`src/common/tlb_settings.svh`:
```
`ifndef TLB_SETTINGS_SVH
`define TLB_SETTINGS_SVH

// table size.
`define TLB_ENTRY_NUM 16
`define TLB_IDX_WID   4

// random stimulus seed.
`define TLB_SEED 32'hec82

// cycle limit of a wait loop.
`define TLB_TIMEOUT 1000

`endif

```
`src/common/tlb_pkg.sv`:
```
`default_nettype none
`include "tlb_settings.svh"

package tlb_pkg;

    typedef logic [31:0]              vaddr_t;
    typedef logic [31:0]              paddr_t;
    typedef logic [18:0]              vppn_t;   // va[31:13].
    typedef logic [19:0]              ppn_t;
    typedef logic [9:0]               asid_t;
    typedef logic [5:0]               ps_t;     // log2 of page size.
    typedef logic [1:0]               plv_t;
    typedef logic [1:0]               mat_t;
    typedef logic [`TLB_IDX_WID-1:0]  tlb_idx_t;

    // one page of an even/odd pair.
    typedef struct packed {
        ppn_t ppn;
        plv_t plv;
        mat_t mat;
        logic d;
        logic v;
    } tlb_phy_t;

    typedef struct packed {
        logic           e;
        logic           g;
        vppn_t          vppn;
        ps_t            ps;
        asid_t          asid;
        tlb_phy_t [1:0] phy;    // indexed by the page half bit.
    } tlb_entry_t;

    typedef struct packed {
        logic v;
        logic d;
        plv_t plv;
        mat_t mat;
        logic g;
        ppn_t ppn;
    } tlbelo_t;

    typedef struct packed {
        logic     ne;
        ps_t      ps;
        tlb_idx_t index;
    } tlbidx_t;

    typedef struct packed {
        tlbidx_t       tlbidx;
        vppn_t         tlbehi;
        tlbelo_t [1:0] tlbelo;
        asid_t         asid;
    } tlb_csr_t;

    typedef struct packed {
        logic     we;
        tlb_csr_t csr;
    } tlb_csr_upd_t;

    typedef enum logic [2:0] {
        TLB_NOP,
        TLB_SRCH,
        TLB_RD,
        TLB_WR,
        TLB_FILL,
        TLB_INV
    } tlb_op_t;

    typedef struct packed {
        tlb_op_t    op;
        logic [4:0] inv_op;     // invtlb op code.
        asid_t      inv_asid;
        vppn_t      inv_vppn;
    } tlb_req_t;

    typedef enum logic [2:0] {
        CSR_TLBIDX,
        CSR_TLBEHI,
        CSR_TLBELO0,
        CSR_TLBELO1,
        CSR_ASID
    } csr_sel_t;

    typedef struct packed {
        logic     hit;
        tlb_idx_t idx;
        logic     v;
        logic     d;
        plv_t     plv;
        mat_t     mat;
        paddr_t   pa;
    } tlb_match_rsp_t;

endpackage

`default_nettype wire

```
`src/verilog/tlb_csr_regs.sv`:
```
`timescale 1ns/1ps
`default_nettype none

module tlb_csr_regs
    import tlb_pkg::*;
(
    input  logic         clk,
    input  logic         arst_n,
    input  logic         csr_we,
    input  csr_sel_t     csr_sel,
    input  logic [31:0]  csr_wdata,
    input  tlb_csr_upd_t csr_upd,
    output tlb_csr_t     csr
);

    tlb_csr_t sw_csr;

    // tlbelo layout, v d plv mat g then ppn from bit 8.
    function automatic tlbelo_t unpack_elo(input logic [31:0] data);
        tlbelo_t elo;
        elo.v   = data[0];
        elo.d   = data[1];
        elo.plv = data[3:2];
        elo.mat = data[5:4];
        elo.g   = data[6];
        elo.ppn = data[8 +: $bits(ppn_t)];
        return elo;
    endfunction

    // image after a software write.
    always_comb begin
        sw_csr = csr;
        case (csr_sel)
            CSR_TLBIDX: begin
                sw_csr.tlbidx.index = csr_wdata[$bits(tlb_idx_t)-1:0];
                sw_csr.tlbidx.ps    = csr_wdata[29:24];
                sw_csr.tlbidx.ne    = csr_wdata[31];
            end
            CSR_TLBEHI: begin
                sw_csr.tlbehi = csr_wdata[31:13];
            end
            CSR_TLBELO0: begin
                sw_csr.tlbelo[0] = unpack_elo(csr_wdata);
            end
            CSR_TLBELO1: begin
                sw_csr.tlbelo[1] = unpack_elo(csr_wdata);
            end
            CSR_ASID: begin
                sw_csr.asid = csr_wdata[9:0];   // asidbits not stored.
            end
            default: ;
        endcase
    end

    // operation results beat software writes.
    always_ff @(posedge clk or negedge arst_n) begin
        if (!arst_n) begin
            csr <= '0;
        end else if (csr_upd.we) begin
            csr <= csr_upd.csr;
        end else if (csr_we) begin
            csr <= sw_csr;
        end
    end

endmodule

`default_nettype wire

```
`src/tlb/tlb_store.sv`:
```
`timescale 1ns/1ps
`default_nettype none
`include "tlb_settings.svh"

module tlb_store
    import tlb_pkg::*;
(
    input  logic         clk,
    input  logic         arst_n,
    input  tlb_req_t     tlb_req,
    input  tlb_csr_t     csr,
    input  logic         refill_mode,
    input  logic         srch_found,
    input  tlb_idx_t     srch_idx,
    output tlb_entry_t   entries [`TLB_ENTRY_NUM],
    output tlb_csr_upd_t csr_upd
);

    tlb_entry_t                entry_tab [`TLB_ENTRY_NUM];
    logic [`TLB_ENTRY_NUM-1:0] entry_e;
    logic [`TLB_ENTRY_NUM-1:0] inv_hit;
    tlb_idx_t                  fill_ptr;
    tlb_idx_t                  wr_idx;
    logic                      wr_en;
    tlb_entry_t                wr_entry;
    tlb_entry_t                rd_entry;

    assign wr_en  = (tlb_req.op == TLB_WR) || (tlb_req.op == TLB_FILL);
    assign wr_idx = (tlb_req.op == TLB_FILL) ? fill_ptr : csr.tlbidx.index;

    // entry image built from the csrs.
    always_comb begin
        wr_entry.e    = refill_mode | ~csr.tlbidx.ne;
        wr_entry.g    = csr.tlbelo[0].g & csr.tlbelo[1].g;
        wr_entry.vppn = csr.tlbehi;
        wr_entry.ps   = csr.tlbidx.ps;
        wr_entry.asid = csr.asid;
        for (int k = 0; k < 2; k++) begin
            wr_entry.phy[k].ppn = csr.tlbelo[k].ppn;
            wr_entry.phy[k].plv = csr.tlbelo[k].plv;
            wr_entry.phy[k].mat = csr.tlbelo[k].mat;
            wr_entry.phy[k].d   = csr.tlbelo[k].d;
            wr_entry.phy[k].v   = csr.tlbelo[k].v;
        end
    end

    // victim pointer for tlbfill.
    always_ff @(posedge clk or negedge arst_n) begin
        if (!arst_n) begin
            fill_ptr <= '0;
        end else if (tlb_req.op == TLB_FILL) begin
            if (fill_ptr == tlb_idx_t'(`TLB_ENTRY_NUM - 1)) begin
                fill_ptr <= '0;
            end else begin
                fill_ptr <= fill_ptr + 1'b1;
            end
        end
    end

    always_comb begin
        for (int j = 0; j < `TLB_ENTRY_NUM; j++) begin
            case (tlb_req.inv_op)
                5'd0, 5'd1: inv_hit[j] = 1'b1;
                5'd2:       inv_hit[j] = entry_tab[j].g;
                5'd3:       inv_hit[j] = ~entry_tab[j].g;
                5'd4:       inv_hit[j] = ~entry_tab[j].g && entry_tab[j].asid == tlb_req.inv_asid;
                5'd5:       inv_hit[j] = ~entry_tab[j].g && entry_tab[j].asid == tlb_req.inv_asid
                                         && entry_tab[j].vppn == tlb_req.inv_vppn;
                5'd6:       inv_hit[j] = (entry_tab[j].g || entry_tab[j].asid == tlb_req.inv_asid)
                                         && entry_tab[j].vppn == tlb_req.inv_vppn;
                default:    inv_hit[j] = 1'b0;
            endcase
        end
    end

    always_ff @(posedge clk) begin
        if (wr_en) begin
            entry_tab[wr_idx] <= wr_entry;
        end
    end

    // valid bits live apart from the payload.
    always_ff @(posedge clk or negedge arst_n) begin
        if (!arst_n) begin
            entry_e <= '0;
        end else if (wr_en) begin
            entry_e[wr_idx] <= wr_entry.e;
        end else if (tlb_req.op == TLB_INV) begin
            entry_e <= entry_e & ~inv_hit;
        end
    end

    always_comb begin
        for (int j = 0; j < `TLB_ENTRY_NUM; j++) begin
            entries[j]   = entry_tab[j];
            entries[j].e = entry_e[j];
        end
    end

    assign rd_entry = entries[csr.tlbidx.index];

    // result of tlbsrch and tlbrd.
    always_comb begin
        csr_upd.we  = 1'b0;
        csr_upd.csr = csr;
        case (tlb_req.op)
            TLB_SRCH: begin
                csr_upd.we            = 1'b1;
                csr_upd.csr.tlbidx.ne = ~srch_found;
                if (srch_found) begin
                    csr_upd.csr.tlbidx.index = srch_idx;
                end
            end
            TLB_RD: begin
                csr_upd.we = 1'b1;
                if (rd_entry.e) begin
                    csr_upd.csr.tlbidx.ne = 1'b0;
                    csr_upd.csr.tlbidx.ps = rd_entry.ps;
                    csr_upd.csr.tlbehi    = rd_entry.vppn;
                    csr_upd.csr.asid      = rd_entry.asid;
                    for (int k = 0; k < 2; k++) begin
                        csr_upd.csr.tlbelo[k].ppn = rd_entry.phy[k].ppn;
                        csr_upd.csr.tlbelo[k].plv = rd_entry.phy[k].plv;
                        csr_upd.csr.tlbelo[k].mat = rd_entry.phy[k].mat;
                        csr_upd.csr.tlbelo[k].d   = rd_entry.phy[k].d;
                        csr_upd.csr.tlbelo[k].v   = rd_entry.phy[k].v;
                        csr_upd.csr.tlbelo[k].g   = rd_entry.g;
                    end
                end else begin
                    csr_upd.csr.tlbidx.ne = 1'b1;   // index is kept.
                    csr_upd.csr.tlbidx.ps = '0;
                    csr_upd.csr.tlbehi    = '0;
                    csr_upd.csr.tlbelo    = '0;
                    csr_upd.csr.asid      = '0;
                end
            end
            default: ;
        endcase
    end

endmodule

`default_nettype wire

```
`src/tlb/tlb_match.sv`:
```
`timescale 1ns/1ps
`default_nettype none
`include "tlb_settings.svh"

module tlb_match
    import tlb_pkg::*;
(
    input  tlb_entry_t     entries [`TLB_ENTRY_NUM],
    input  vaddr_t         va,
    input  asid_t          asid,
    output tlb_match_rsp_t rsp
);

    localparam ps_t PS_2M = 6'd21;

    logic [`TLB_ENTRY_NUM-1:0] hit_vec;
    logic                      hit;
    tlb_idx_t                  hit_idx;
    tlb_entry_t                sel;
    logic                      half;
    tlb_phy_t                  phy;

    always_comb begin
        for (int j = 0; j < `TLB_ENTRY_NUM; j++) begin
            if (entries[j].ps == PS_2M) begin
                hit_vec[j] = entries[j].vppn[18:9] == va[31:22];   // huge page.
            end else begin
                hit_vec[j] = entries[j].vppn == va[31:13];
            end
            hit_vec[j] = hit_vec[j] & entries[j].e
                         & (entries[j].g | (entries[j].asid == asid));
        end
    end

    // lowest index wins.
    always_comb begin
        hit     = 1'b0;
        hit_idx = '0;
        for (int j = `TLB_ENTRY_NUM - 1; j >= 0; j--) begin
            if (hit_vec[j]) begin
                hit     = 1'b1;
                hit_idx = tlb_idx_t'(j);
            end
        end
    end

    assign sel  = entries[hit_idx];
    assign half = (sel.ps == PS_2M) ? va[21] : va[12];
    assign phy  = sel.phy[half];

    always_comb begin
        rsp     = '0;
        rsp.hit = hit;
        rsp.idx = hit_idx;
        if (hit) begin
            rsp.v   = phy.v;
            rsp.d   = phy.d;
            rsp.plv = phy.plv;
            rsp.mat = phy.mat;
            if (sel.ps == PS_2M) begin
                rsp.pa = {phy.ppn[19:9], va[20:0]};
            end else begin
                rsp.pa = {phy.ppn, va[11:0]};
            end
        end
    end

endmodule

`default_nettype wire

```
`src/verilog/tlb_unit.sv`:
```
`timescale 1ns/1ps
`default_nettype none
`include "tlb_settings.svh"

module tlb_unit
    import tlb_pkg::*;
(
    input  logic           clk,
    input  logic           arst_n,
    input  logic           csr_we,
    input  csr_sel_t       csr_sel,
    input  logic [31:0]    csr_wdata,
    input  tlb_req_t       tlb_req,
    input  logic           refill_mode,
    input  vaddr_t         lookup_va,
    input  asid_t          lookup_asid,
    output tlb_csr_t       csr,
    output tlb_match_rsp_t lookup_rsp
);

    tlb_entry_t     entries [`TLB_ENTRY_NUM];
    tlb_csr_upd_t   csr_upd;
    tlb_match_rsp_t srch_rsp;

    tlb_csr_regs tlb_csr_regs_i (
        .clk       (clk),
        .arst_n    (arst_n),
        .csr_we    (csr_we),
        .csr_sel   (csr_sel),
        .csr_wdata (csr_wdata),
        .csr_upd   (csr_upd),
        .csr       (csr)
    );

    tlb_store tlb_store_i (
        .clk         (clk),
        .arst_n      (arst_n),
        .tlb_req     (tlb_req),
        .csr         (csr),
        .refill_mode (refill_mode),
        .srch_found  (srch_rsp.hit),
        .srch_idx    (srch_rsp.idx),
        .entries     (entries),
        .csr_upd     (csr_upd)
    );

    // tlbsrch key, only hit and idx are used.
    tlb_match tlb_search_i (
        .entries (entries),
        .va      ({csr.tlbehi, {13{1'b0}}}),
        .asid    (csr.asid),
        .rsp     (srch_rsp)
    );

    tlb_match tlb_lookup_i (
        .entries (entries),
        .va      (lookup_va),
        .asid    (lookup_asid),
        .rsp     (lookup_rsp)
    );

endmodule

`default_nettype wire

```
`config.mk`:
```
export PLATFORM = sky130hd
export DESIGN_NAME = tlb_unit
export DESIGN_NICKNAME = d
export VERILOG_FILES = /design/src/common/tlb_pkg.sv /design/src/verilog/tlb_csr_regs.sv /design/src/tlb/tlb_store.sv /design/src/tlb/tlb_match.sv /design/src/verilog/tlb_unit.sv
export VERILOG_INCLUDE_DIRS = /design/src /design/src/common
export SDC_FILE = /design/constraint.sdc
export NUM_CORES = 2
export LEC_CHECK = 0
export BUFFER_PORTS_ARGS = -buffer_cell sky130_fd_sc_hd__buf_4
export CAP_MARGIN = 10
export CORE_ASPECT_RATIO = 0.6
export CORE_MARGIN = 3
export CORE_UTILIZATION = 45
export CTS_CLUSTER_SIZE = 14
export DETAILED_ROUTE_END_ITERATION = 7
export GPL_TIMING_DRIVEN = 0
export PLACE_DENSITY_LB_ADDON = 0.15
export SLEW_MARGIN = 20
export SYNTH_ARGS = -nofsm -noshare
export SYNTH_HDL_FRONTEND = slang
export SYNTH_SLANG_ARGS = --single-unit
```
`constraint.sdc`:
```
create_clock -name clk -period 8.8 [get_ports clk]
set_clock_uncertainty 0.2 [all_clocks]
set_input_delay 0.88 -clock clk [delete_from_list [all_inputs] [get_ports clk]]
set_output_delay 0.88 -clock clk [all_outputs]
set_load 0.01 [all_outputs]
```
==> run metrics <==
status=complete, but fails checks; failing checks=design-rule violations, negative setup slack; met1 usage=65.3%; placed cells=9105; vias=67435; DRT antenna net count=0; VDD IR max=0.168 mV; Fill cells=15788; WL per Instance=47.7 µm; clock slew at reported path FFs=0.06 ns; Initial Util=45.5%; Die Width=569 µm; min cycle time layout=9.03 ns; synthesized cell area=0.0856 mm²; Via density=7.15; CP most frequent cell=buf_4; EDFF count, synth=1408; slowest CP cell=nor4_2; number of global-route vias before repair=60543; critical-path cell list=xor2_1, nor4_2, a41oi_2, buf_6, nor3_2, a211oi_1, o21ai_1, a32o_1, buf_4, buf_2, buf_4, buf_4, buf_4, mux2i_1, a222oi_1, nand3_1, a31oi_1, buf_4; Final Net Count=6888; GPL Wtd Cong=1.05; M3 GR Usage=29.7%; setup bufs post-CTS=0; setup TNS=-1.66 ns; Congestion Overflow GR=0; row count=123; Worst slew margin=8.52%; Final Non-Filler Cells=9431; HP Class=input pin to flip-flop; commonest non-fill, non-tap cell in the layout=edfxtp_1; Syn Area/Cell=13.6 µm²; root buffer cell=clkbuf_16; core box area=0.188 mm²; Final Hold Viols=0; critical path class=flip-flop to primary output; CP Max Fanout=11; CP Capture Type=primary output; WL final=450000 µm; clock buffer depth=4; M2 GR Usage=53.2%; CP peak stage delay=0.71 ns; clk_lat worst skew=0.82 ns; final period utilization=103%; clock sink count=1522; Synth cell types=76; depth of the CTS H-tree=4; antenna violations before repair=47; fmax=0.111 GHz; cts bufs inserted=162; TritonCTS clock tree=built; Die Area=0.196 mm²; setup violators final=21; Final Max Slew Viols=0; predominant post-synthesis flop cell=edfxtp_1; Yosys warning count=0; ys async rst share=7.49%; commonest cells after routing, fill and taps aside=1408 x edfxtp_1, 863 x xor2_1, 532 x xnor2_1; Ports=255; PortBufs=194; startpoint types=flip-flop; Critical Path AT=7.95 ns; CP required=7.72 ns; Area Overhead vs Synth=15.6%; first-pass GRT wire length=583000 µm; Worst-Margin Slew=1.37 ns; syn nets=6392; Most Used Layer, Global Route=met1; global router's overall resource usage=45.0%; drt first pass iters=8; final worst slack=-0.230 ns; Cell Pwr Density=224 mW/mm²; max-cap viol count=0; Chip Height=344 µm; DRC=1; register area share after synthesis=52.7%; RSZ-0062 raised after global routing=false; Cells after Synth=6273; initial DRC count=14470; Util after Layout=52.6%; Static Leak=32.3 nW; largest net degree at the start of global routing=65; share of cells above drive strength 1=23.3%; HPWL Detailed=337000 µm; post-synthesis register bit count=1522
==> where the power goes <==
part           switching (mW)  leakage [nW]  internal (mW)
Sequential               1.02          14.3           8.60
Combinational            3.24          15.4           2.12
Clock                    3.10          2.56           4.04
==> metal layers <==
metal	part of all wire (%)	wire [µm]
met1	40	182000
met2	35	160000
met5	0.17	759
met3	21	94700
met4	2.9	13200
==> logic make-up after synthesis <==
family | share of synthesized area [%]
buf+inv | 3.10
flops | 52.7
simple gates | 7.31
mux | 17.3
compound gates | 5.29
xor+xnor | 14.3
fa+ha+maj | 0.0146
==> through the flow <==
stage | hold slack (ns) | setup WS [ns] | area (µm²) | power (mW)
4_1_cts | 0.182 | 0.135 | 98700 | 21.8
5_1_grt | 0.199 | 0.00871 | 98900 | 22.4
6_report | 0.220 | -0.230 | 98900 | 22.1
3_5_place_dp | 0.344 | -0.561 | 93400 | 14.8
3_3_place_gp | 0.335 | -5.99 | 90200 | 14.6
2_1_floorplan | 0.300 | 2.11 | 85600 | 12.1
==> final timing paths <==
| path | from | to | slack (ns) | cells after the start |
|---|---|---|---|---|
| hold / removal | csr_wdata[12] | tlb_csr_regs_i.csr[41] | 0.22 | 3 |
| setup reg to reg | tlb_csr_regs_i.csr[5] | tlb_csr_regs_i.csr[83] | 2.48 | 15 |
| max in group asynchronous | arst_n | tlb_csr_regs_i.csr[79] | 7.03 | 3 |
| setup / recovery | tlb_store_i.entry_tab[13][52] | lookup_rsp[16] | -0.23 | 18 |
| hold reg to reg | tlb_store_i.fill_ptr[3] | tlb_store_i.fill_ptr[3] | 0.37 | 1 |
| min in group asynchronous | arst_n | tlb_csr_regs_i.csr[51] | 0.37 | 2 |
==> flip-flops by register name, indices dropped and copies added, names as in the netlist <==
name	count
tlb_store_i.entry_tab	1408
tlb_csr_regs_i.csr	94
tlb_store_i.entry_e	16
tlb_store_i.fill_ptr	4
==> cells in the mapped netlist, types with 97 or more instances <==
cell,n,area share [%]
clkbuf_1,276,1.2
nand2_1,224,0.98
o21ai_0,180,1.1
xor2_1,863,8.8
nand4_1,153,1.1
xnor2_1,532,5.4
mux2_2,175,2.3
nor4_1,205,1.5
edfxtp_1,1408,49
buf_4,118,1.0
dfrtp_1,114,3.3
nor2_1,215,0.94
nor3_1,97,0.57
a21oi_1,260,1.5
mux4_2,444,12
mux2i_1,280,3.3
==> what timing repair did <==
item | 4_1_cts | 5_1_grt
endpoints found under the hold margin | 50 | 0
pin swaps | 0 | 0
gates resized for setup | 15 | 10
setup endpoints to repair | 26 | 24
hold buffers | 1 | 0
==> critical path: cells and delay by family, from the launching register on <==
| kind | cells | cell delay, ns |
|---|---|---|
| AOI/OAI and AO/OA | 6 | 2.39 |
| xor gates and xnor gates | 1 | 0.21 |
| buffers and inverters | 7 | 2.25 |
| DFF | 1 | 0.55 |
| muxes | 1 | 0.14 |
| and+or+nand+nor | 3 | 1.50 |
==> area by class of cell <==
type                            count  area, µm²  area share (%)
Sequential cell                  1522      45100            45.6
Multi-Input combinational cell   4206      38300            38.7
Clock buffer                      224       4480            4.53
Timing Repair Buffer              333       4190            4.24
Tap cell                         2500       3130            3.16
Buffer                            533       2770            2.80
Clock inverter                     66        777           0.786
Antenna cell                       36       90.1          0.0911
Inverter                           11       41.3          0.0417
Power figures use the tool's default switching activity.
